[config.mk]
export PLATFORM = sky130hd
export DESIGN_NAME = config_table
export DESIGN_NICKNAME = d
export VERILOG_FILES = /design/src/config_table.sv
export SDC_FILE = /design/constraint.sdc
export NUM_CORES = 1
export LEC_CHECK = 0
export ABC_AREA = 1
export BUFFER_PORTS_ARGS = -buffer_cell sky130_fd_sc_hd__buf_2
export CORE_MARGIN = 3
export CORE_UTILIZATION = 55
export CTS_BUF_LIST = sky130_fd_sc_hd__clkbuf_16
export DETAILED_ROUTE_END_ITERATION = 8
export GPL_ROUTABILITY_DRIVEN = 0
export PLACE_DENSITY = 0.82
export SYNTH_ARGS = -nofsm -noshare
export SYNTH_HDL_FRONTEND = slang
export SYNTH_SLANG_ARGS = --single-unit
[constraint.sdc]
create_clock -name clk -period 2.1 [get_ports clk]
set_clock_uncertainty 0.1 [all_clocks]
set_input_delay 0.105 -clock clk [delete_from_list [all_inputs] [get_ports clk]]
set_output_delay 0.105 -clock clk [all_outputs]
set_load 0.01 [all_outputs]
[src/config_table.sv]
`timescale 1ns/1ps
`default_nettype none

module config_table #(
	parameter int  TABLE_ADDR_W = 5,
	parameter type entry_t      = logic [7:0]
) (
	input  wire                    clk,
	input  wire                    rst_n,
	input  wire                    wr_en,
	input  wire [7:0]              wr_index,
	input  wire entry_t            wr_entry,
	input  wire [TABLE_ADDR_W-1:0] rd_addr,
	output entry_t                 rd_entry
);

	localparam int DEPTH = 2 ** TABLE_ADDR_W;

	entry_t mem [DEPTH];

	// read before write on a same-address collision
	always_ff @(posedge clk or negedge rst_n) begin
		if (!rst_n) begin
			for (int i = 0; i < DEPTH; i++) begin
				mem[i] <= '0;
			end
			rd_entry <= '0;
		end else begin
			if (wr_en) begin
				mem[wr_index[TABLE_ADDR_W-1:0]] <= wr_entry;
			end
			rd_entry <= mem[rd_addr];
		end
	end

endmodule

`default_nettype wire

## Yosys cells after proc, flatten, opt, wreduce, memory -nomap -nowiden

Index checks and enable logic that the tools add are counted.

- RAM bits: 0
- Memories: 0
- Logic and storage cells: 45
- Register bits: 264
- Bits in read-only memories: 0
- Input bits: 24
- Bits in latches: 0

- Bitwise gates (word level): 2
- Eq/ne operators: 0
- Shift-type cells: 0
- Add/sub/neg operators: 0
- Muxes and demuxes: 6
- Div/mod/pow operators: 0
- Reduce and logical (&&, ||, !) cells: 1
- $lt $le $gt $ge: 3
- $mul: 0

Operators with widths:

| kind | count |
|---|---|
| $bwmux 256 | 1 |
| $bmux 8 s5 | 1 |
| $demux 8 s5 | 1 |
| $mux 8 | 3 |
| $ge 6x6->1 const B | 2 |
| $not 5->6 | 2 |
| $lt 6x1->1 const B | 1 |
| $logic_and 1x1->1 | 1 |

## Logic depth before layout (Yosys ltp)

Gate-level depths: netlist of run 1.

- Depth after elaboration: 6
- Gate-level depth with buffers: 11

## Least setup slack after synthesis of run 1

OpenSTA, ideal clock, no wires.

- Path type: input -> register
- From: in wr_en
- To: reg mem[149] in the netlist's numbering
- Arrival time: 1.107 ns
- Setup time: 0.077 ns
- Path buffers: 1
- Stages on the path: 7
- Data required time: 1.923 ns
- Setup slack: 0.815 ns
- Path through: inv_1 > nor3_2 > inv_2 > nor2_4 > buf_4 > nor2_1 > a21oi_1

RTL lines:

| element | RTL line | RTL |
|---|---|---|
| from (decl) | 10 | `input wire wr_en,` |
| to (signal, indexed assignment) | 30 | `mem[wr_index[TABLE_ADDR_W-1:0]] <= wr_entry;` |
| to (decl) | 19 | `entry_t mem [DEPTH];` |

## Worst setup path in the final report of run 1

- From: in wr_index[4]
- To: reg mem[180] in the netlist's numbering

- Cells in the longest elaborated chain, start to end: 6
- Elaborated cells on any way between the ends: 7
- Those cells by class: order compare: 2; mux: 3; bitwise: 1; reduce/logical: 1

RTL lines:

| element | RTL line | RTL |
|---|---|---|
| from (decl) | 11 | `input wire [7:0] wr_index,` |
| $not 5->6 (not written as such) * | 30 |  |
| $ge 6x6->1 (not written as such) / $lt 6x1->1 (equally long branches) | 30 |  |
| $logic_and 1x1->1 (not written as such) | 30 |  |
| $mux 8 (not written as such) | 30 |  |
| $demux 8 s5 * | 30 |  |
| $bwmux 256 * | 30 |  |

Every way passes the cells marked *; elsewhere a longest branch is shown, timed or not.
A chain may end at the register's enable or synchronous reset.

==> results of run 1 <==
## routing by layer
layer / vias to the layer above / wire [um] / part of all wire, %
met5: - / 0 / 0
met4: 0 / 692 / 2.2
met3: 64 / 2821 / 9.1
met2: 458 / 14470 / 47
met1: 4892 / 12910 / 42
li1: 4880 / - / -
## cell type report
cell class	instances	area, um2
multi-input combinational	1108	4803
timing repair buffer	70	570.5
fill	1786	7925
sequential	264	6606
clock buffer	29	725.7
inverter	24	91.34
clock inverter	23	153.9
tap	275	344.1
## power by group
group	internal, mW	switching, mW
Sequential	6.06	0.504
Clock	2.73	2.00
Combinational	0.791	1.27
## worst max-delay path: stages
cell and delay [ns]:
dlygate4sd3_1 0.53, buf_2 0.17, nor3_2 0.29, dlygate4sd3_1 0.62
nand2_1 0.10, buf_4 0.20, nand2_1 0.07, o21ai_0 0.10
## placed cells by master (no fill, tap or decap)
cell type / instances
inv_6: 1
clkinv_2: 9
nor3_2: 4
buf_2: 26
o21ai_1: 6
bufinv_16: 2
nor2_4: 5
nand3_1: 192
nand2_1: 603
dfrtp_1: 264
inv_2: 3
a21oi_1: 40
o21ai_0: 210
clkinv_1: 10
nor2_1: 40
buf_8: 1
dlygate4sd3_1: 6
nor3_4: 1
buf_4: 30
clkbuf_16: 29
inv_1: 22
nor3_1: 7
buf_12: 7
## how the worst max path moves through the flow
stage	endpoint	slack (ns)	cells after the start	from
5_1_grt	mem[177]	0.16	8	wr_index[4]
4_1_cts	mem[180]	0.17	8	wr_index[4]
2_1_floorplan	mem[149]	0.82	7	wr_en
6_report	mem[180]	0.21	8	wr_index[4]
3_3_place_gp	mem[161]	0.42	6	wr_en
3_5_place_dp	mem[161]	0.34	5	wr_en
## synth_stat cells (all sizes together)
cell / count / share of area, %
nor2: 45 / 1.7
nand2: 603 / 19
a21oi: 40 / 1.7
o21ai: 216 / 9.0
nor3: 12 / 0.72
clkbuf: 64 / 2.0
dfrtp: 264 / 55
inv: 24 / 0.75
buf: 44 / 1.9
nand3: 192 / 8.0
## repair_timing
item	in CTS	in global routing
gates resized for setup	0	1
buffers inserted	0	0
endpoints found under the setup margin	0	2
hold endpoints to repair	275	0
hold buffers	6	0
## registers in the layout, indices dropped and copies added (netlist names)
register  cells
rd_entry      8
mem         256
## per-stage QoR
step | total power [mW] | std cells | cell area, um2
floorplan | 7.971 | 1504 | 11960
global placement | 8.519 | 1735 | 12350
detailed placement | 8.653 | 1735 | 12350
CTS | 13.38 | 1793 | 13290
global route | 14.07 | 1793 | 13300
finish | 13.35 | 1793 | 13300
## kinds of logic (layout without fill, tap and decap cells)
logic type / after synthesis / count (layout) / synth area share, %
buffers and inverters: 132 / 146 / 4.675
and+or+nand+nor: 852 / 852 / 29.40
AOI/OAI and AO/OA: 256 / 256 / 10.71
DFF: 264 / 264 / 55.22
==> summary.md, run 1 <==
| Metric | Value |
|---|---|
| Outcome | `complete, no violations` |
| Setup TNS Final | `0 ns` |
| RSZ-0062 raised after global routing | `false` |
| RR Endpoint | `rd_entry[5]` |
| Chip height | `around 150 um` |
| Layout Nets | `1520` |
| Hold crit path type | `in2reg` |
| Vias | `10.29k` |
| Synthesized area per cell | `7.955 um2` |
| Worst-Margin Slew | `0.5967 ns` |
| WL per Instance | `17.23 um` |
| Layout area overhead | `11.13%` |
| Vias in the first global route | `9898` |
| Antenna Nets Post-Route | `0` |
| Final hold vios | `0` |
| Synthesis warning total | `0` |
| Initial Utilization | `56.38%` |
| Final WS setup | `0.2056 ns` |
| GR Util met3 | `5.917%` |
| Critical path data required time | `between 2 and 2.5 ns` |
| Rows | `53` |
| CTS Buf Count | `28` |
| # diodes | `0` |
| IO Count | `32` |
| Slew headroom | `about three fifths` |
| DRC | `0` |
| Die Area | `~24000 um2` |
| Flip-flop and latch count after synthesis | `264` |
| CP endpoint kind | `register` |
| Core area | `21220 um2` |
| M1 GR Usage | `~36%` |
| Post-Place Setup Slack | `between 0.3 and 0.4 ns` |
| Largest net degree at the start of global routing | `74` |
| Max cap viols | `0` |
| First-pass GRT wire length | `50.80 mm` |
| Final worst-path cycle share | `90.21%` |
| H-tree depth | `1` |
| Top Usage Layer GRT | `met2` |
| Die width | `153.5 um` |
| Post-Syn Instances | `1504` |
| Max FO, Critical Path | `14` |
| Achievable Freq | `0.5279 GHz` |
| Tmin final | `roughly 1.9 ns` |
| Vias per cell | `5.741` |
| Synth cell types | `18` |
| Post-synthesis net count | `1528` |
| # setup viols final | `0` |
| Worst r2r src | `mem[213]` |
| GRT Total Usage | `26.22%` |
| Final slew viol count | `0` |
| Sequential element share of the synthesized area | `a little under three fifths` |
| Hold Path Stages | `4` |
| Met2 usage | `41.42%` |
| Share of layout cells above drive strength 1 | `7.773%` |
| Hold_ws | `0.008024 ns` |
| Worst skew pair latency | `approximately 0.55 ns` |
| Root Buffer | `clkbuf_16` |
| Clock buffer depth | `3` |
| Clock Sinks | `roughly 260` |
| Power Dens Cells | `1004 nW/um2` |
| Cell Area, Synth | `11960 um2` |
| Clk slew on worst S/H paths | `around 0.060 ns` |
| Final wirelength | `approximately 30 mm` |
| Grt ovf | `0` |
| Port Buffers | `28` |
| Peak supply drop | `0.5673 mV` |
| Final core utilization | `62.65%` |
| Kind of critical path | `in2reg` |
| Dpl hpwl | `17.96 mm` |
| Crit path DAT | `roughly 2.2 ns` |
| CTS tree | `yes` |
| WHS Endpoint | `mem[150]` |
| Leakage | `6.364 nW` |
| Min-delay src | `wr_entry[6]` |
| Worst reg2reg setup slack | `0.78 ns` |
| Worst setup SP type | `input pin` |
| Initial DRC Count | `1097` |
| DRT Pass-1 Iters | `6` |
| Worst Reg-to-Reg Cells | `8` |
| Initial antenna violation count | `0` |
Note: power is estimated with default switching activity, not from simulation.
==> run 2, diff against run 1 <==
--- a/config.mk
+++ b/config.mk
@@ -12,7 +12,7 @@
 export CTS_BUF_LIST = sky130_fd_sc_hd__clkbuf_16
 export DETAILED_ROUTE_END_ITERATION = 8
 export GPL_ROUTABILITY_DRIVEN = 0
-export PLACE_DENSITY = 0.82
+export PLACE_DENSITY = 0.72
 export SYNTH_ARGS = -nofsm -noshare
 export SYNTH_HDL_FRONTEND = slang
 export SYNTH_SLANG_ARGS = --single-unit
==> run 2 against run 1 <==
Total power increased by 1.3%. Die area unchanged. Sequential cell count unchanged. First-iteration DRC count decreased by 23%. Sequential power about the same. Combinational power about the same. Critical path depth decreased by 5. Critical endpoint is now mem[251]. Largest power group unchanged.
==> summary.md, run 2 (same netlist as run 1, synthesis figures left out) <==
| Metric | Value |
|---|---|
| Leakage | `6.385 nW` |
| Peak supply drop | `0.5236 mV` |
| Tmin final | `1.826 ns` |
| RSZ-0062 raised after global routing | `false` |
| CTS tree | `yes` |
| Die Area | `23560 um2` |
| Seq pwr share | `roughly half` |
| Slew headroom | `25.28%` |
| Final hold vios | `0` |
| Kind of critical path | `in2async` |
| Max cap viols | `0` |
| DRT Pass-1 Iters | `5` |
| Worst setup SP type | `input pin` |
| Outcome | `complete, no violations` |
| Design area | `roughly 13000 um2` |
| Vias | `9977` |
| Clock power frac | `36.4%` |
| Top Registers | `mem: 256 flops, rd_entry: 8 flops` |
| Die width | `153.5 um` |
| Switching Fraction | `a little over a quarter` |
| Critical path data required time | `about 2.5 ns` |
| Most common cell after layout, fill and taps aside | `nand2_1` |
| Largest net degree at the start of global routing | `76` |
| Fillers | `1864` |
| Final worst-path cycle share | `86.94%` |
| Final core utilization | `roughly 63%` |
| Grt ovf | `0` |
| Core area | `21220 um2` |
| CP endpoint kind | `async pin` |
| Antenna Nets Post-Route | `0` |
| Layout Nets | `1519` |
| GRT Total Usage | `26.32%` |
| Clock Sinks | `264` |
| IO Count | `32` |
| Power Dens Cells | `1013 nW/um2` |
| Root Buffer | `clkbuf_16` |
| Max FO, Critical Path | `23` |
| Rows | `53` |
| Post-Place Cell Area | `12380 um2` |
| Layout area overhead | `11.62%` |
| # setup viols final | `0` |
| Worst skew pair latency | `around 0.54 ns` |
| Worst reg2reg setup slack | `~0.36 ns` |
| Power share of the combinational group | `15.1%` |
| Share of layout cells above drive strength 1 | `7.464%` |
| Initial DRC Count | `845` |
| Max reg flops | `between 200 and 300` |
| Port Buffers | `28` |
| Achievable Freq | `between 0.5 and 0.6 GHz` |
| Initial Utilization | `a little under three fifths` |
| # diodes | `0` |
| Dpl hpwl | `roughly 18 mm` |
| Final wirelength | `30.59 mm` |
| H-tree depth | `1` |
| Chip height | `153.5 um` |
| Setup TNS Final | `0 ns` |
| Most flop-heavy register | `mem` |
| Internal power | `9.823 mW` |
| Most frequent cells in the layout | `nand2_1 (603), dfrtp_1 (264), o21ai_0 (210)` |
| DRC | `0` |
| Clk slew on worst S/H paths | `0.06 ns` |
| Clock buffer depth | `3` |
| CTS Buf Count | `28` |
| Vias per cell | `5.577` |
| Worst-Margin Slew | `1.117 ns` |
| Final slew viol count | `0` |
| Vias in the first global route | `9548` |
| WL per Instance | `17.10 um` |
| Initial antenna violation count | `0` |
| Hold crit path type | `in2reg` |
| First-pass GRT wire length | `50.85 mm` |
| Crit path DAT | `2.20 ns` |
| P_sw | `approximately 3.7 mW` |
## run 2: cell types whose count changed in the layout (fill, tap and decap cells not counted), sizes merged
cell / before / now
buf: 64 / 63
clkinvlp: 0 / 1
bufinv: 2 / 4
clkinv: 19 / 11
inv: 26 / 28
## run 2: metrics by stage
stage          worst slack [ns]  cells  total power [mW]  hold WS, ns
6_report                 0.2742   1789             13.52      0.01404
5_1_grt                  0.1362   1789             14.28      0.03940
4_1_cts                  0.2475   1789             13.58     0.008656
3_5_place_dp             0.3583   1734             8.651     -0.04954
3_3_place_gp             0.3901   1734             8.546     -0.05101
2_1_floorplan            0.8153   1504             7.971      -0.2906
## run 2: power by group through the flow
stage / Combinational [mW] / Sequential [mW] / Clock [mW]
5_1_grt: 2.38 / 6.68 / 5.22
3_3_place_gp: 1.95 / 6.60 / 0
6_report: 2.04 / 6.56 / 4.92
3_5_place_dp: 2.02 / 6.63 / 0
4_1_cts: 2.05 / 6.55 / 4.98
2_1_floorplan: 1.44 / 6.53 / 0
## run 2: worst paths after layout
path,startpoint,to,depth (start not counted)
min in group asynchronous,rst_n,rd_entry[2],3
min,wr_entry[2],mem[146],4
max in group clk,rd_addr[3],rd_entry[7],8
min reg2reg,mem[208],mem[208],2
max reg2reg,mem[79],rd_entry[7],9
max,rst_n,mem[251],3
## run 2: worst max-delay path, cell delays in order
cell	delay, ns
dlygate4sd3_1	0.56
buf_8	0.20
dlygate4sd3_1	1.32
## run 2: final cells by class
cell class	count	area, um2	share of cell area [%]
flip-flops and latches	264	6606	49.47
multi-input cells	1108	4798	35.93
clock buffers	29	725.7	5.434
repair buffers	69	600.6	4.497
well taps	275	344.1	2.577
clock inverters	20	187.7	1.405
inverters	24	91.34	0.6840
## run 2: routing by layer
layer / global-route usage, % / routed length (um) / up-vias
met5: 0 / 0 / -
met4: 6.939 / 671 / 0
met3: 2.973 / 1992 / 51
met2: 41.86 / 14180 / 357
met1: 38.93 / 13750 / 4703
li1: - / - / 4866
## run 2: repair_timing
action	in CTS	in global routing
hold buffers	6	0
endpoints found under the hold margin	272	0
buffers inserted	0	0
gates resized for setup	0	0
==> run 3, diff against run 2 <==
--- a/config.mk
+++ b/config.mk
@@ -6,13 +6,13 @@
 export NUM_CORES = 1
 export LEC_CHECK = 0
 export ABC_AREA = 1
-export BUFFER_PORTS_ARGS = -buffer_cell sky130_fd_sc_hd__buf_2
 export CORE_MARGIN = 3
 export CORE_UTILIZATION = 55
 export CTS_BUF_LIST = sky130_fd_sc_hd__clkbuf_16
 export DETAILED_ROUTE_END_ITERATION = 8
+export DONT_BUFFER_PORTS = 1
 export GPL_ROUTABILITY_DRIVEN = 0
-export PLACE_DENSITY = 0.72
+export PLACE_DENSITY = 0.7
 export SYNTH_ARGS = -nofsm -noshare
 export SYNTH_HDL_FRONTEND = slang
 export SYNTH_SLANG_ARGS = --single-unit
==> constraint.sdc (replaced) <==
create_clock -name clk -period 1.7 [get_ports clk]
set_clock_uncertainty 0.1 [all_clocks]
set_input_delay 0.085 -clock clk [delete_from_list [all_inputs] [get_ports clk]]
set_output_delay 0.085 -clock clk [all_outputs]
set_load 0.01 [all_outputs]
==> run 3 against run 2 <==
The flow now finishes with violations (hold timing). Count of clock-buffer cells in the layout unchanged. Total power increased by 17%. Wire length increased by 2.9%. Sequential cell count unchanged. Combinational power increased by 12%. Critical path type is now in2reg. Cell count decreased by 0.11%. Sequential share of layout area increased by 0.19 points. Largest cell class unchanged. Register-to-register slack improved by 0.03 ns. Critical path depth increased by 1. Utilization decreased by 0.24 points. Clock power increased by 10%.
==> summary.md, run 3 (same netlist as run 1, synthesis figures left out) <==
| Metric | Value |
|---|---|
| Worst skew pair latency | `between 0.5 and 0.6 ns` |
| Tmin final | `1.547 ns` |
| GRT Total Usage | `27.11%` |
| Worst Reg-to-Reg Cells | `3` |
| Die Area | `23560 um2` |
| Layout Nets | `about 1.5k` |
| Crit path max-delay family | `simple AND/OR/NAND/NOR gates` |
| Chip height | `153.5 um` |
| RR Endpoint | `mem[80]` |
| Max cap viols | `0` |
| Final wirelength | `31.48 mm` |
| Port Buffers | `0` |
| Initial Utilization | `56.38%` |
| Worst setup SP type | `input pin` |
| Die width | `153.5 um` |
| Most frequent cells in the layout | `nand2_1 (603), dfrtp_1 (264), o21ai_0 (210)` |
| CTS tree | `yes` |
| Leakage | `around 6.4 nW` |
| Critical Path Source | `wr_index[3]` |
| CP endpoint kind | `register` |
| Antenna Nets Post-Route | `0` |
| # setup viols final | `0` |
| Worst r2r src | `mem[80]` |
| Peak supply drop | `0.6963 mV` |
| Worst-Margin Slew | `approximately 0.8 ns` |
| Vias in the first global route | `9547` |
| Initial antenna violation count | `0` |
| Root Buffer | `clkbuf_16` |
| Initial DRC Count | `971` |
| Kind of critical path | `in2reg` |
| Total power | `15.84 mW` |
| Top Registers | `mem: 256 flops, rd_entry: 8 flops` |
| Largest net degree at the start of global routing | `265` |
| Outcome | `finished with violations` |
| DRC | `0` |
| IO Count | `32` |
| CP Cell Sequence | `dlygate4sd3_1 -> nor3_1 -> nand2_1 -> o21ai_0` |
| Final slew viol count | `0` |
| Max reg flops | `256` |
| Fillers | `1883` |
| Layout area overhead | `11.19%` |
| Dpl hpwl | `roughly 17 mm` |
| Final core utilization | `62.69%` |
| Failing checks | `hold timing` |
| Vias | `9917` |
| Clk slew on worst S/H paths | `0.06 ns` |
| Worst reg2reg setup slack | `between 0.3 and 0.4 ns` |
| Final WS setup | `about 0.15 ns` |
| CTS Buf Count | `28` |
| Post-Place Setup Slack | `0.2182 ns` |
| Clock Sinks | `between 200 and 300` |
| RSZ-0062 raised after global routing | `true` |
| CP max stage delay | `~0.60 ns` |
| Power Dens Cells | `1191 nW/um2` |
| Rows | `53` |
| Setup TNS Final | `0 ns` |
| Most flop-heavy register | `mem` |
| Buf/Inv on CP | `1` |
| Slew headroom | `45.78%` |
| Final hold vios | `264` |
| Achievable Freq | `0.6464 GHz` |
| First-pass GRT wire length | `51.91 mm` |
| Setup crit end | `mem[117]` |
| # diodes | `0` |
| Multi-input logic area | `4803 um2` |
| DRT Pass-1 Iters | `5` |
| Core area | `21220 um2` |
| Critical path data required time | `2.04 ns` |
| Max FO, Critical Path | `16` |
| Hold bufs inserted after CTS | `29` |
| Design area | `13300 um2` |
| Final worst-path cycle share | `91.00%` |
| Post-Place Cell Area | `12170 um2` |
| H-tree depth | `1` |
| Slowest-stage cell, CP | `dlygate4sd3_1` |
| Hold crit path type | `in2async` |
| Grt ovf | `0` |
| FF/Latch Area | `6606 um2` |
| CP Depth | `4` |
| Hold_ws | `-0.8508 ns` |
| Share of layout cells above drive strength 1 | `roughly 5.6%` |
| Crit path DAT | `1.88 ns` |
| Vias per cell | `5.550` |
| WL per Instance | `17.61 um` |
| Clock buffer depth | `3` |
| Most common cell after layout, fill and taps aside | `nand2_1` |
## run 3: cell count changes in the layout (fill, tap and decap cells not counted), sizes merged, moves of 4 or more
cell	before	now
dlygate4sd3	6	22
bufinv	4	0
dlymetal6s4s	0	4
inv	28	34
buf	63	39
## run 3: stage by stage
step,cells,hold slack (ns)
5_1_grt,1787,-0.8685
4_1_cts,1788,-0.8638
3_5_place_dp,1708,-0.3041
2_1_floorplan,1504,-0.3106
6_report,1787,-0.8508
3_3_place_gp,1708,-0.3034
## run 3: what timing repair did
action                                  CTS  global route
buffers inserted                          0             0
endpoints found under the setup margin    0            50
hold endpoints to repair                528           264
resized for setup                         0             5
## run 3: per-layer routing
layer	track usage, %	share of wire, %	vias to the layer above
met5	0	0	-
met2	43.01	45	310
met1	39.59	46	4685
met4	7.065	2.2	0
met3	4.020	7.1	48
li1	-	-	4874
## run 3: cell type report
cell class                      count  area share (%)
Clock buffer                       29           5.455
Clock inverter                     22          0.6490
Inverter                           24          0.6866
Multi-Input combinational cell   1108           36.11
Sequential cell                   264           49.66
Tap cell                          275           2.587
Timing Repair Buffer               65           4.853
## run 3: how the worst min path moves through the flow
stage,slack [ns],depth (start not counted),end,from
after floorplan,-0.31,0,mem[0],rst_n
final,-0.85,0,mem[242],rst_n
after detailed placement,-0.30,0,mem[250],rst_n
after global routing,-0.87,0,mem[242],rst_n
after CTS,-0.86,0,mem[242],rst_n
after global placement,-0.30,0,mem[250],rst_n
## run 3: report_power, final
part           internal (mW)  total (mW)  switching, mW
combinational          0.967        2.29           1.32
clock                   3.04        5.42           2.38
sequential              7.49        8.12          0.632
total                   11.5        15.8           4.34
