<file path="config.mk">
export PLATFORM = sky130hd
export DESIGN_NAME = ctrl_write_fsm
export DESIGN_NICKNAME = d
export VERILOG_FILES = /design/src/key_extract_pkg.sv /design/src/ctrl_write_fsm.sv
export SDC_FILE = /design/constraint.sdc
export NUM_CORES = 1
export LEC_CHECK = 0
export ABC_AREA = 1
export BUFFER_PORTS_ARGS = -buffer_cell sky130_fd_sc_hd__buf_2
export CAP_MARGIN = 25
export CORE_AREA = 2 2 632 634
export CTS_BUF_LIST = sky130_fd_sc_hd__clkbuf_8
export CTS_CLUSTER_SIZE = 16
export DETAILED_ROUTE_END_ITERATION = 16
export DIE_AREA = 0 0 634 636
export PLACE_DENSITY = 0.3
export SYNTH_ARGS = -nofsm -noshare
export SYNTH_HDL_FRONTEND = slang
export SYNTH_SLANG_ARGS = --single-unit
</file>
<file path="constraint.sdc">
create_clock -name clk -period 6.7 [get_ports clk]
set_clock_uncertainty 0.1 [all_clocks]
set_input_delay 0.335 -clock clk [delete_from_list [all_inputs] [get_ports clk]]
set_output_delay 0.335 -clock clk [all_outputs]
set_load 0.03 [all_outputs]
</file>
<file path="src/key_extract_pkg.sv">
`default_nettype none

package key_extract_pkg;

	// ====================
	// control bus
	// ====================
	localparam int CTRL_DATA_W = 512;
	localparam int CTRL_USER_W = 128;
	localparam int CTRL_KEEP_W = 64;

	typedef struct packed {
		logic [CTRL_DATA_W-1:0] data;
		logic [CTRL_USER_W-1:0] user;
		logic [CTRL_KEEP_W-1:0] keep;
		logic                   valid;
		logic                   last;
	} ctrl_beat_t;

	// header fields of a control packet
	localparam int HDR_FLAG_LSB  = 320;
	localparam int HDR_MODID_LSB = 368;
	localparam int HDR_RESV_LSB  = 376;
	localparam int HDR_INDEX_LSB = 384;

	localparam int FLAG_W  = 16;
	localparam int EXID_W  = 3;
	localparam int STAGE_W = 5;
	localparam int RESV_W  = 4;
	localparam int IDX_W   = 8;

	localparam logic [FLAG_W-1:0] CTRL_FLAG = 16'hf2f1;

	// ====================
	// packet header vector
	// ====================
	localparam int H6_W     = 48;
	localparam int H4_W     = 32;
	localparam int H2_W     = 16;
	localparam int NUM_CONT = 8;
	localparam int META_W   = 256;
	localparam int SEL_W    = $clog2(NUM_CONT);

	typedef struct packed {
		logic [NUM_CONT-1:0][H6_W-1:0] h6;
		logic [NUM_CONT-1:0][H4_W-1:0] h4;
		logic [NUM_CONT-1:0][H2_W-1:0] h2;
		logic [META_W-1:0]             meta;
	} phv_t;

	localparam int VLAN_W        = 12;
	localparam int VLAN_ADDR_LSB = 4;

	typedef struct packed {
		phv_t              phv;
		logic [VLAN_W-1:0] vlan;
		logic              valid;
	} pkt_in_t;

	// ====================
	// key and tables
	// ====================
	typedef struct packed {
		logic [SEL_W-1:0] sel0;
		logic [SEL_W-1:0] sel1;
		logic [SEL_W-1:0] sel2;
		logic [SEL_W-1:0] sel3;
		logic [SEL_W-1:0] sel4;
		logic [SEL_W-1:0] sel5;
	} key_off_t;

	localparam int KEY_W = 2 * (H6_W + H4_W + H2_W);

	typedef logic [KEY_W-1:0] key_mask_t;

	typedef struct packed {
		logic [H6_W-1:0] k6_0;
		logic [H6_W-1:0] k6_1;
		logic [H4_W-1:0] k4_0;
		logic [H4_W-1:0] k4_1;
		logic [H2_W-1:0] k2_0;
		logic [H2_W-1:0] k2_1;
	} key_t;

	typedef struct packed {
		phv_t phv;
		key_t key;
		logic phv_valid;
		logic key_valid;
	} pkt_out_t;

	typedef struct packed {
		logic [IDX_W-1:0] index;
		key_off_t         off;
		key_mask_t        mask;
		logic             wr_off;
		logic             wr_mask;
	} tbl_write_t;

endpackage

`default_nettype wire
</file>
<file path="src/ctrl_write_fsm.sv">
`timescale 1ns/1ps
`default_nettype none

module ctrl_write_fsm #(
	parameter logic [key_extract_pkg::STAGE_W-1:0] STAGE_ID  = 5'd0,
	parameter logic [key_extract_pkg::EXID_W-1:0]  KEY_EX_ID = 3'd1
) (
	input  wire                               clk,
	input  wire                               rst_n,
	input  wire key_extract_pkg::ctrl_beat_t  ctrl_in,
	output key_extract_pkg::ctrl_beat_t       ctrl_out,
	output key_extract_pkg::tbl_write_t       wr
);

	typedef enum logic [1:0] {
		ST_IDLE,
		ST_WR_OFF,
		ST_WR_MASK
	} state_t;

	state_t                              state;
	logic                                first;
	logic [key_extract_pkg::IDX_W-1:0]   idx;
	logic                                wr_off;
	logic                                wr_mask;
	key_extract_pkg::key_off_t           off_entry;
	key_extract_pkg::key_mask_t          mask_entry;

	logic [key_extract_pkg::CTRL_DATA_W-1:0] data_swap;
	logic [key_extract_pkg::FLAG_W-1:0]      hdr_flag;
	logic [key_extract_pkg::STAGE_W-1:0]     hdr_stage;
	logic [key_extract_pkg::EXID_W-1:0]      hdr_exid;
	logic [key_extract_pkg::RESV_W-1:0]      hdr_resv;
	logic [key_extract_pkg::IDX_W-1:0]       hdr_index;
	logic                                    hdr_match;

	// ====================
	// header decode
	// ====================
	assign hdr_flag = ctrl_in.data[key_extract_pkg::HDR_FLAG_LSB +: key_extract_pkg::FLAG_W];
	assign hdr_exid = ctrl_in.data[key_extract_pkg::HDR_MODID_LSB +: key_extract_pkg::EXID_W];
	assign hdr_stage = ctrl_in.data[key_extract_pkg::HDR_MODID_LSB + key_extract_pkg::EXID_W
		+: key_extract_pkg::STAGE_W];
	assign hdr_resv = ctrl_in.data[key_extract_pkg::HDR_RESV_LSB +: key_extract_pkg::RESV_W];
	assign hdr_index = ctrl_in.data[key_extract_pkg::HDR_INDEX_LSB +: key_extract_pkg::IDX_W];

	assign hdr_match = ctrl_in.valid && (hdr_flag == key_extract_pkg::CTRL_FLAG)
		&& (hdr_stage == STAGE_ID) && (hdr_exid == KEY_EX_ID);

	// byte 0 of the beat becomes the top byte
	always_comb begin
		for (int b = 0; b < key_extract_pkg::CTRL_DATA_W / 8; b++) begin
			data_swap[key_extract_pkg::CTRL_DATA_W - 8 - 8 * b +: 8] = ctrl_in.data[8 * b +: 8];
		end
	end

	// ====================
	// state machine
	// ====================
	always_ff @(posedge clk or negedge rst_n) begin
		if (!rst_n) begin
			state    <= ST_IDLE;
			first    <= 1'b0;
			idx      <= '0;
			wr_off   <= 1'b0;
			wr_mask  <= 1'b0;
			ctrl_out <= '0;
		end else begin
			wr_off   <= 1'b0;
			wr_mask  <= 1'b0;
			ctrl_out <= '0;
			case (state)
				ST_IDLE: begin
					if (hdr_match) begin
						idx   <= hdr_index;
						first <= 1'b1;
						state <= (hdr_resv == '0) ? ST_WR_OFF : ST_WR_MASK;
					end else begin
						// not ours, pass through untouched
						ctrl_out <= ctrl_in;
					end
				end
				ST_WR_OFF, ST_WR_MASK: begin
					if (ctrl_in.valid) begin
						wr_off  <= (state == ST_WR_OFF);
						wr_mask <= (state == ST_WR_MASK);
						first   <= 1'b0;
						// first data beat keeps the header index
						if (!first) begin
							idx <= idx + 1'b1;
						end
						if (ctrl_in.last) begin
							state <= ST_IDLE;
						end
					end
				end
				default: begin
					state <= ST_IDLE;
				end
			endcase
		end
	end

	// entry payload, taken from the top of the swapped beat
	always_ff @(posedge clk) begin
		if (state == ST_WR_OFF && ctrl_in.valid) begin
			off_entry <= key_extract_pkg::key_off_t'(
				data_swap[key_extract_pkg::CTRL_DATA_W-1 -: $bits(key_extract_pkg::key_off_t)]);
		end
		if (state == ST_WR_MASK && ctrl_in.valid) begin
			mask_entry <= data_swap[key_extract_pkg::CTRL_DATA_W-1 -: key_extract_pkg::KEY_W];
		end
	end

	assign wr = '{
		index:   idx,
		off:     off_entry,
		mask:    mask_entry,
		wr_off:  wr_off,
		wr_mask: wr_mask
	};

endmodule

`default_nettype wire

</file>
## After elaboration in Yosys (flattened, before gate mapping)

Index checks and enable logic that the tools add are counted.

| storage, ports and cells | value |
|---|---|
| output and inout bits | 926 |
| bits of input ports | 708 |
| logic and storage cells | 57 |
| flip-flop bits (word level) | 929 |

| operators by class | value |
|---|---|
| equal/unequal tests | 8 |
| muxes and demuxes | 18 |
| add/subtract/negate cells | 1 |
| reductions and logical operators | 13 |

Operators with widths:

| cell | number |
|---|---|
| 706-bit two-way mux | 2 |
| 8-bit two-way mux | 3 |
| 16-bit equality test (second input constant) | 1 |
| 8-bit one-hot mux with 2 select lines | 1 |
| 8-bit by 1-bit adder with 8-bit output (second input constant) | 1 |
| 2-bit two-way mux | 4 |
| 2-bit != test (second input constant) | 4 |
| 1-bit two-way mux | 6 |
| 3-bit AND reduction | 2 |
| 1-bit logical AND | 5 |
| 5-bit logical NOT | 1 |
| 4-bit logical NOT | 1 |
| 2-bit one-hot mux with 2 select lines | 1 |
| 4-bit AND reduction | 1 |
| 3-bit by 1-bit equality test with 1-bit output (second input constant) | 1 |
| 2-bit by 1-bit equality test with 1-bit output (second input constant) | 1 |
| 2-bit equality test (second input constant) | 1 |
| 2-bit logical NOT | 1 |
| 1-bit one-hot mux with 2 select lines | 1 |
| 2-bit nonzero test | 1 |
| 2-bit OR reduction | 1 |

## Depth between registers and ports, before layout

Gate-level depths: netlist (run 1).

| logic depth | value |
|---|---|
| depth after elaboration | 6 |
| mapped depth | 11 |
| depth with buffers taken out | 10 |

## Worst setup path after synthesis (run 1)

Ideal clock, no wire load.

| timing path | value |
|---|---|
| path kind | register to register |
| from | register state[0] |
| to | register mask_entry[0], enable pin |
| required time | 6.056 ns |
| period minus slack after synthesis | 4.994 ns |
| arrival time | 4.350 ns |
| cell stages (with the launch flop) | 5 |
| setup slack | 1.706 ns |
| buffers on the path | 0 |
| setup time | 0.544 ns |
| cell sequence | dfrtp_1 > inv_1 > ha_1 > nand2_1 > inv_1 |

| between the ends | value |
|---|---|
| word-level cells in the longest chain between the ends | 2 |

RTL lines:

| what | line | source |
|---|---|---|
| start, declared | ctrl_write_fsm.sv:21 | `state_t state;` |
| start signal, assigned | ctrl_write_fsm.sv:77 | `state <= (hdr_resv == '0) ? ST_WR_OFF : ST_WR_MASK;` |
| 2-bit equality test | ctrl_write_fsm.sv:110 | `if (state == ST_WR_MASK && ctrl_in.valid) begin` |
| 1-bit logical AND | ctrl_write_fsm.sv:110 |  |
| end signal, assigned | ctrl_write_fsm.sv:111 | `mask_entry <= data_swap[key_extract_pkg::CTRL_DATA_W-1 -: key_extract_pkg::KEY_W];` |
| end, declared | ctrl_write_fsm.sv:27 | `key_extract_pkg::key_mask_t mask_entry;` |

No other way between the ends.
A chain may end at the register's enable or synchronous reset.

## Worst setup path in the final report (run 1)

| timing path | value |
|---|---|
| from | register state[0] |
| to | register idx[2] (netlist bit) |

| between the ends | value |
|---|---|
| word-level cells in the longest chain between the ends | 4 |
| elaborated cells between the ends (all ways) | 10 |
| classes of those cells | eq/ne (5); mux (1); reduce/logical (4) |

RTL lines:

| what | line | source |
|---|---|---|
| 2-bit by 1-bit equality test with 1-bit output / 2-bit equality test (equally long branches) | ctrl_write_fsm.sv:72 | `case (state)` |
| 2-bit OR reduction | ctrl_write_fsm.sv:72 |  |
| 2-bit != test (no source line) / 2-bit nonzero test (equally long branches) | - |  |
| 4-bit AND reduction (no source line) | - |  |
| end signal, assigned | ctrl_write_fsm.sv:75 | `idx <= hdr_index;` |
| end signal, assigned | ctrl_write_fsm.sv:90 | `idx <= idx + 1'b1;` |
| end, declared | ctrl_write_fsm.sv:23 | `logic [key_extract_pkg::IDX_W-1:0] idx;` |

Several ways; a longest one is shown, not always the timed one.

==> metrics.md, run 1 <==
| Metric | Value |
|---|---|
| Status | `finished, final reports clean` |
| Slew Limit Fails | `0` |
| Post-Route WL | `280000 µm` |
| Avg Inst Size Synth | `12.0 µm²` |
| Post-CTS setup buffers | `0` |
| Cts bufs inserted | `202` |
| CTS tree | `built` |
| RD Place Congestion | `0.869` |
| Clk sink count | `929` |
| Internal power | `0.0134 W` |
| Largest net degree at the start of global routing | `168` |
| Hold endpoint | `ctrl_out[584]$_DFF_PN0_` |
| Worst r2r dst | `idx[2]$_DFFE_PN0P_` |
| Area grow syn2layout | `106%` |
| Post-Syn Nets | `3272` |
| Setup_tns | `0 ns` |
| Critical path type | `reg -> reg` |
| Total GRT Usage | `13.4%` |
| Sw Pwr | `0.0116 W` |
| CP endpoint kind | `flip-flop` |
| Post-Synthesis Cells | `2560` |
| Root Driver | `clkbuf_8` |
| Initial antenna violation count | `111` |
| Height of the die | `636 µm` |
| Share of layout cells above drive strength 1 | `33.4%` |
| Sw Ratio | `46.5%` |
| Reg2reg start | `state[0]$_DFFE_PN0P_` |
| Final Setup Violations | `0` |
| DRT antenna net count | `0` |
| Comb pwr share | `40.0%` |
| Leakage | `31.6 nW` |
| Least-Margin Pin Slew | `1.11 ns` |
| Top cell type by total area after synthesis | `dfrtp_1` |
| Clock power share | `27.3%` |
| Worst Hold Class | `in -> reg` |
| Global route overflow | `0` |
| Detail Placement HPWL | `231000 µm` |
| I/O pins | `1634` |
| R2R setup slack | `3.75 ns` |
| FMAX | `339 MHz` |
| Worst Path Max Fanout | `17` |
| Unrepaired setup endpoints after global routing | `false` |
| Worst-Skew Late Latency | `1.00 ns` |
| Reg power frac | `32.8%` |
| I/O Buffers | `1633` |
| Vias in the first global route | `33.6k` |
| H-tree levels | `4` |
| Max cap viols | `0` |
| WHS Path Cells | `4` |
| Cell Area, Placed | `45300 µm²` |
| Most area-consuming cells after synthesis | `dfrtp_1 59%, edfxtp_1 21%, inv_1 8.8%` |
| CP Launch Type | `flip-flop` |
| Fin area | `63200 µm²` |
| Yosys reg bits | `929` |
| Clock transition at path regs | `0.06 ns` |
| Post-synth top area share | `58.7%` |
| Post-synthesis cell type count | `18` |
| Register area share after synthesis | `79.2%` |
| Post-Syn Area | `30700 µm²` |
| Nets | `6400` |
| Vias | `30.9k` |
| Hold Fails Final Rpt | `0` |
| DIE WIDTH | `634 µm` |
| # resized after CTS | `0` |
| Hold Crit Start | `ctrl_in[584]` |
| Area of the core | `397000 µm²` |
| Router iterations before antenna repair | `6` |
| Via/cell ratio | `2.77` |
| Reg2Reg Depth | `8` |
| Post-route minimum period | `2.95 ns` |
| Wire per inst | `25.1 µm` |
| CTS max path bufs | `4` |
| # rows | `232` |
| Relative slew slack | `26.3%` |
| Max VDD drop | `269 µV` |
| Initial DRC Count | `1564` |
| Final worst-path cycle share | `44.0%` |
| Critical path data required time | `7.48 ns` |
| Syn. warnings | `0` |
| Global-route wire length before repair | `353000 µm` |
| Critical Path AT | `3.73 ns` |
| P per Cell Area | `397 nW/µm²` |
| DRC | `0` |
| Die area | `403000 µm²` |
| Initial core utilization | `7.73%` |
==> synth_stat cells <==
| cell type | n |
|---|---|
| nand2_1 | 74 |
| dfrtp_1 | 719 |
| buf_6 | 3 |
| nor2_1 | 711 |
| o21ai_0 | 5 |
| clkbuf_1 | 3 |
| inv_1 | 723 |
| edfxtp_1 | 210 |
| nand4_1 | 12 |
| buf_4 | 12 |
| and2_1 | 1 |
| nand3_1 | 12 |
| buf_2 | 66 |
| xnor2_1 | 1 |
| a21oi_2 | 1 |
| ha_1 | 4 |
| o21bai_1 | 2 |
| clkinv_1 | 1 |
==> through the flow <==
step	hold WS [ns]	power, W	setup slack, ns	std cells	utilization (%)
after floorplan	-0.0606	0.0129	1.71	2560	-
after global placement	0.346	0.0180	3.25	9394	11.4
after detailed placement	0.344	0.0180	3.32	9394	11.4
after CTS	0.000104	0.0259	3.63	11109	15.9
after global routing	0.0387	0.0265	3.53	11128	15.9
final	0.160	0.0250	3.75	11146	15.9
==> metal layers <==
layer | vias up | global-route usage (%) | wire length [µm] | share of wire, %
met5 | - | 0 | 153 | 0.055
met4 | 22 | 3.88 | 9020 | 3.2
met3 | 472 | 6.34 | 29700 | 11
met2 | 1383 | 24.0 | 141000 | 50
met1 | 15345 | 13.9 | 100000 | 36
li1 | 13647 | - | - | -
==> registers in the layout, summed over array words and instances, names as in the netlist <==
register,flops
ctrl_out,706
first,1
idx,8
mask_entry,192
state,2
wr,18
wr_mask,1
wr_off,1
==> how the worst max path moves through the flow <==
stage	slack [ns]	to	depth (start not counted)	start
5_1_grt	3.53	idx[0]$_DFFE_PN0P_	8	state[0]$_DFFE_PN0P_
2_1_floorplan	1.71	mask_entry[0]$_DFFE_PP_	4	state[0]$_DFFE_PN0P_
6_report	3.75	idx[2]$_DFFE_PN0P_	8	state[0]$_DFFE_PN0P_
4_1_cts	3.63	idx[2]$_DFFE_PN0P_	8	state[0]$_DFFE_PN0P_
3_5_place_dp	3.32	ctrl_out[269]$_DFF_PN0_	10	ctrl_in[563]
3_3_place_gp	3.25	ctrl_out[254]$_DFF_PN0_	10	ctrl_in[563]
==> power groups by stage <==
| stage | sequential (W) | clock, W | combinational, W |
|---|---|---|---|
| after floorplan | 0.0113 | 0 | 0.00157 |
| after global placement | 0.00833 | 0 | 0.00968 |
| after detailed placement | 0.00832 | 0 | 0.00967 |
| after CTS | 0.00825 | 0.00721 | 0.0104 |
| after global routing | 0.00836 | 0.00744 | 0.0107 |
| final | 0.00820 | 0.00684 | 0.0100 |
==> logic make-up after synthesis <==
group,synth area share (%)
compound gates,0.159
flops,79.2
buf+inv,10.4
fa+ha+maj,0.163
simple gates,10.1
xor+xnor,0.0286
==> final cells by class <==
class	instances	area, µm²
antenna	37	92.6
clock buffer	238	3280
clock inverter	122	957
fill	44834	334000
inverter	724	2730
multi-input combinational	823	3200
sequential	929	24300
tap	5265	6590
timing repair buffer	3008	22000
==> cells in the final DEF, fill, tap and decap left out, types with 4 or more instances in the layout <==
cell | netlist | layout
edfxtp_1 | 210 | 210
nand2_1 | 74 | 73
o21ai_0 | 5 | 5
clkinv_1 | 1 | 13
ha_1 | 4 | 4
bufinv_16 | 0 | 13
clkinvlp_4 | 0 | 15
buf_2 | 66 | 1632
nand3_1 | 12 | 12
inv_1 | 723 | 773
buf_12 | 0 | 9
clkbuf_8 | 0 | 238
dfrtp_1 | 719 | 719
diode_2 | 0 | 37
dlygate4sd3_1 | 0 | 1354
buf_4 | 12 | 11
nor2_1 | 711 | 711
clkinv_2 | 0 | 22
nand4_1 | 12 | 12
==> critical path, cell delays in order (launching register included) <==
cell     delay, ns
dfrtp_1       0.39
inv_1         0.08
ha_1          0.44
buf_4         0.46
nor2_1        0.13
a21oi_2       0.52
nand3_1       0.44
nand2_1       0.18
nand2_1       0.07
==> what timing repair did <==
action                                   CTS  global route
endpoints found under the hold margin   1161             0
hold buffers                            1355             0
endpoints found under the setup margin     0             0
Power figures use the tool's default switching activity.
==> run 2, diff against run 1 <==
Clock period 6.7 ns to 2.8 ns, I/O delays scaled along.
==> run 2 against run 1 <==
Count of clock-buffer cells in the layout decreased by 2. Sequential share of layout area decreased by 1.2 points. First-iteration DRC count decreased by 3.3%. Routed wire length increased by 0.15%. Global-route usage about the same. Sequential power increased by 140%. Die area unchanged. Critical path type is now in -> reg. Critical endpoint is now ctrl_out[177]$_DFF_PN0_.
==> metrics.md, run 2 (same netlist as run 1, synthesis figures left out) <==
| Metric | Value |
|---|---|
| Status | `finished, final reports clean` |
| P per Cell Area | `940 nW/µm² (+140%)` |
| Commonest non-fill, non-tap cell in the layout | `buf_2` |
| Area of the core | `397000 µm² (unchanged)` |
| RD Place Congestion | `0.921 (+6.0%)` |
| DRC | `0 (unchanged)` |
| Leakage | `32.7 nW (+3.5%)` |
| Hold Crit Start | `ctrl_in[585]` |
| Slew Limit Fails | `0 (unchanged)` |
| CTS tree | `built` |
| # rows | `232 (unchanged)` |
| Largest net degree at the start of global routing | `82 (-51%)` |
| Initial antenna violation count | `99 (-11%)` |
| Clk sink count | `929 (unchanged)` |
| Max cap viols | `0 (unchanged)` |
| Sw Pwr | `0.0281 W (+140%)` |
| Worst Path Max Fanout | `12 (-5)` |
| Share of layout cells above drive strength 1 | `33.8% (+0.32 points)` |
| Max reg flops | `706 (unchanged)` |
| Internal power | `0.0332 W (+150%)` |
| Root Driver | `clkbuf_8` |
| Clock transition at path regs | `0.06 ns (about the same)` |
| Commonest non-fill, non-tap cells in the layout | `1632 x buf_2, 1467 x dlygate4sd3_1, 782 x inv_1` |
| Via/cell ratio | `2.78 (+0.30%)` |
| Nets | `6601 (+3.1%)` |
| Total GRT Usage | `13.5% (about the same)` |
| Least-Margin Pin Slew | `0.911 ns (-0.195 ns)` |
| Fin area | `65100 µm² (+3.1%)` |
| Comb pwr share | `41.9% (+1.9 points)` |
| Reg power frac | `32.3% (-0.5 points)` |
| Critical path type | `in -> reg` |
| Pre-CTS setup slack | `0.415 ns (-2.90 ns)` |
| Vias in the first global route | `34.8k (+3.5%)` |
| Unrepaired setup endpoints after global routing | `false` |
| Sw Ratio | `45.8% (-0.64 points)` |
| Final Setup Violations | `0 (unchanged)` |
| Placed instance count | `9489 (+1.0%)` |
| Height of the die | `636 µm (unchanged)` |
| Post-route minimum period | `2.65 ns` |
| Setup_tns | `0 ns (unchanged)` |
| Initial core utilization | `7.73% (unchanged)` |
| DRT antenna net count | `0 (unchanged)` |
| Critical path data required time | `3.58 ns (-3.90 ns)` |
| Final worst-path cycle share | `94.5%` |
| H-tree levels | `4 (unchanged)` |
| Critical Path AT | `3.43 ns (-0.30 ns)` |
| I/O pins | `1634 (unchanged)` |
| Vias | `31.5k (+2.0%)` |
| Reg2reg start | `state[0]$_DFFE_PN0P_` |
| Detail Placement HPWL | `234000 µm (+1.3%)` |
| DIE WIDTH | `634 µm (unchanged)` |
| Worst-Skew Late Latency | `0.96 ns (-0.04 ns)` |
| CP Launch Type | `input pin` |
| CP endpoint kind | `flip-flop` |
| FMAX | `378 MHz` |
| Cell Area, Placed | `46100 µm² (+2.0%)` |
| Final worst slack | `0.154 ns (-3.60 ns)` |
| Wire per inst | `24.7 µm (-1.5%)` |
| Die area | `403000 µm² (unchanged)` |
| Biggest register | `ctrl_out` |
| Fin cells | `11.3k (+1.7%)` |
| Worst setup path startpoint | `ctrl_in[565]` |
| Global route overflow | `0 (unchanged)` |
| Initial DRC Count | `1513 (-3.3%)` |
| Hold Fails Final Rpt | `0 (unchanged)` |
| Clock power share | `25.8% (-1.5 points)` |
| Global-route wire length before repair | `354000 µm (+0.48%)` |
| Worst Hold Class | `in -> reg` |
| I/O Buffers | `1633 (unchanged)` |
| Cts bufs inserted | `191 (-5.4%)` |
| Post-Route WL | `280000 µm (+0.15%)` |
| CTS max path bufs | `4 (unchanged)` |
| Util after Layout | `16.4% (+0.50 points)` |
| Relative slew slack | `39.3% (+13 points)` |
| Max VDD drop | `459 µV (+71%)` |
| Area grow syn2layout | `112%` |
| Router iterations before antenna repair | `5 (-1)` |
run 2: stage by stage:
stage	total power, W	hold slack [ns]
floorplan	0.0309	-0.256
global placement	0.0444	0.217
detailed placement	0.0443	0.221
CTS	0.0629	0.00131
global route	0.0647	0.0126
finish	0.0612	0.0911
run 2: worst paths after layout:
| check | slack (ns) | cells after the start | to |
|---|---|---|---|
| setup / recovery | 0.15 | 15 | ctrl_out[177]$_DFF_PN0_ |
| hold / removal | 0.09 | 4 | ctrl_out[585]$_DFF_PN0_ |
| setup reg to reg | 0.30 | 9 | ctrl_out[177]$_DFF_PN0_ |
| hold reg to reg | 0.40 | 2 | state[1]$_DFFE_PN0P_ |
| max in group asynchronous | 1.79 | 3 | ctrl_out[502]$_DFF_PN0_ |
| min in group asynchronous | 0.18 | 3 | ctrl_out[252]$_DFF_PN0_ |
run 2: final cells by class:
cell class | instances | area, µm²
fillers | 44796 | 332000
flip-flops and latches | 929 | 24300
inverters | 724 | 2720
repair buffers | 3220 | 24100
well taps | 5265 | 6590
multi-input cells | 823 | 3210
clock buffers | 236 | 3250
diodes | 28 | 70.1
clock inverters | 111 | 886
run 2: power groups by stage:
stage | Sequential (W) | Clock [W] | Combinational (W)
floorplan | 0.0271 | 0 | 0.00377
global route | 0.0202 | 0.0171 | 0.0275
global placement | 0.0201 | 0 | 0.0243
finish | 0.0198 | 0.0158 | 0.0257
CTS | 0.0199 | 0.0165 | 0.0265
detailed placement | 0.0201 | 0 | 0.0243
run 2: routing by layer:
layer | vias up | part of all wire (%) | track usage [%]
met1 | 15667 | 37 | 14.7
li1 | 14008 | - | -
met4 | 16 | 4.0 | 4.66
met2 | 1378 | 49 | 23.1
met3 | 420 | 10 | 5.81
met5 | - | 0.040 | 0
run 2: critical path: stages:
cell	delay (ns)
dlygate4sd3_1	0.64
buf_2	0.17
inv_1	0.04
nand2_1	0.04
dlygate4sd3_1	0.56
nor2_1	0.13
nand2_1	0.07
nor2_1	0.08
nand2_1	0.11
nand2_4	0.14
buf_12	0.21
buf_16	0.20
buf_4	0.21
nor2_1	0.05
dlygate4sd3_1	0.55
run 2: what timing repair did:
action	CTS	global route
setup endpoints to repair	0	11
endpoints found under the hold margin	1636	0
resized for setup	0	1
hold buffers	1469	0
buffers inserted	0	2
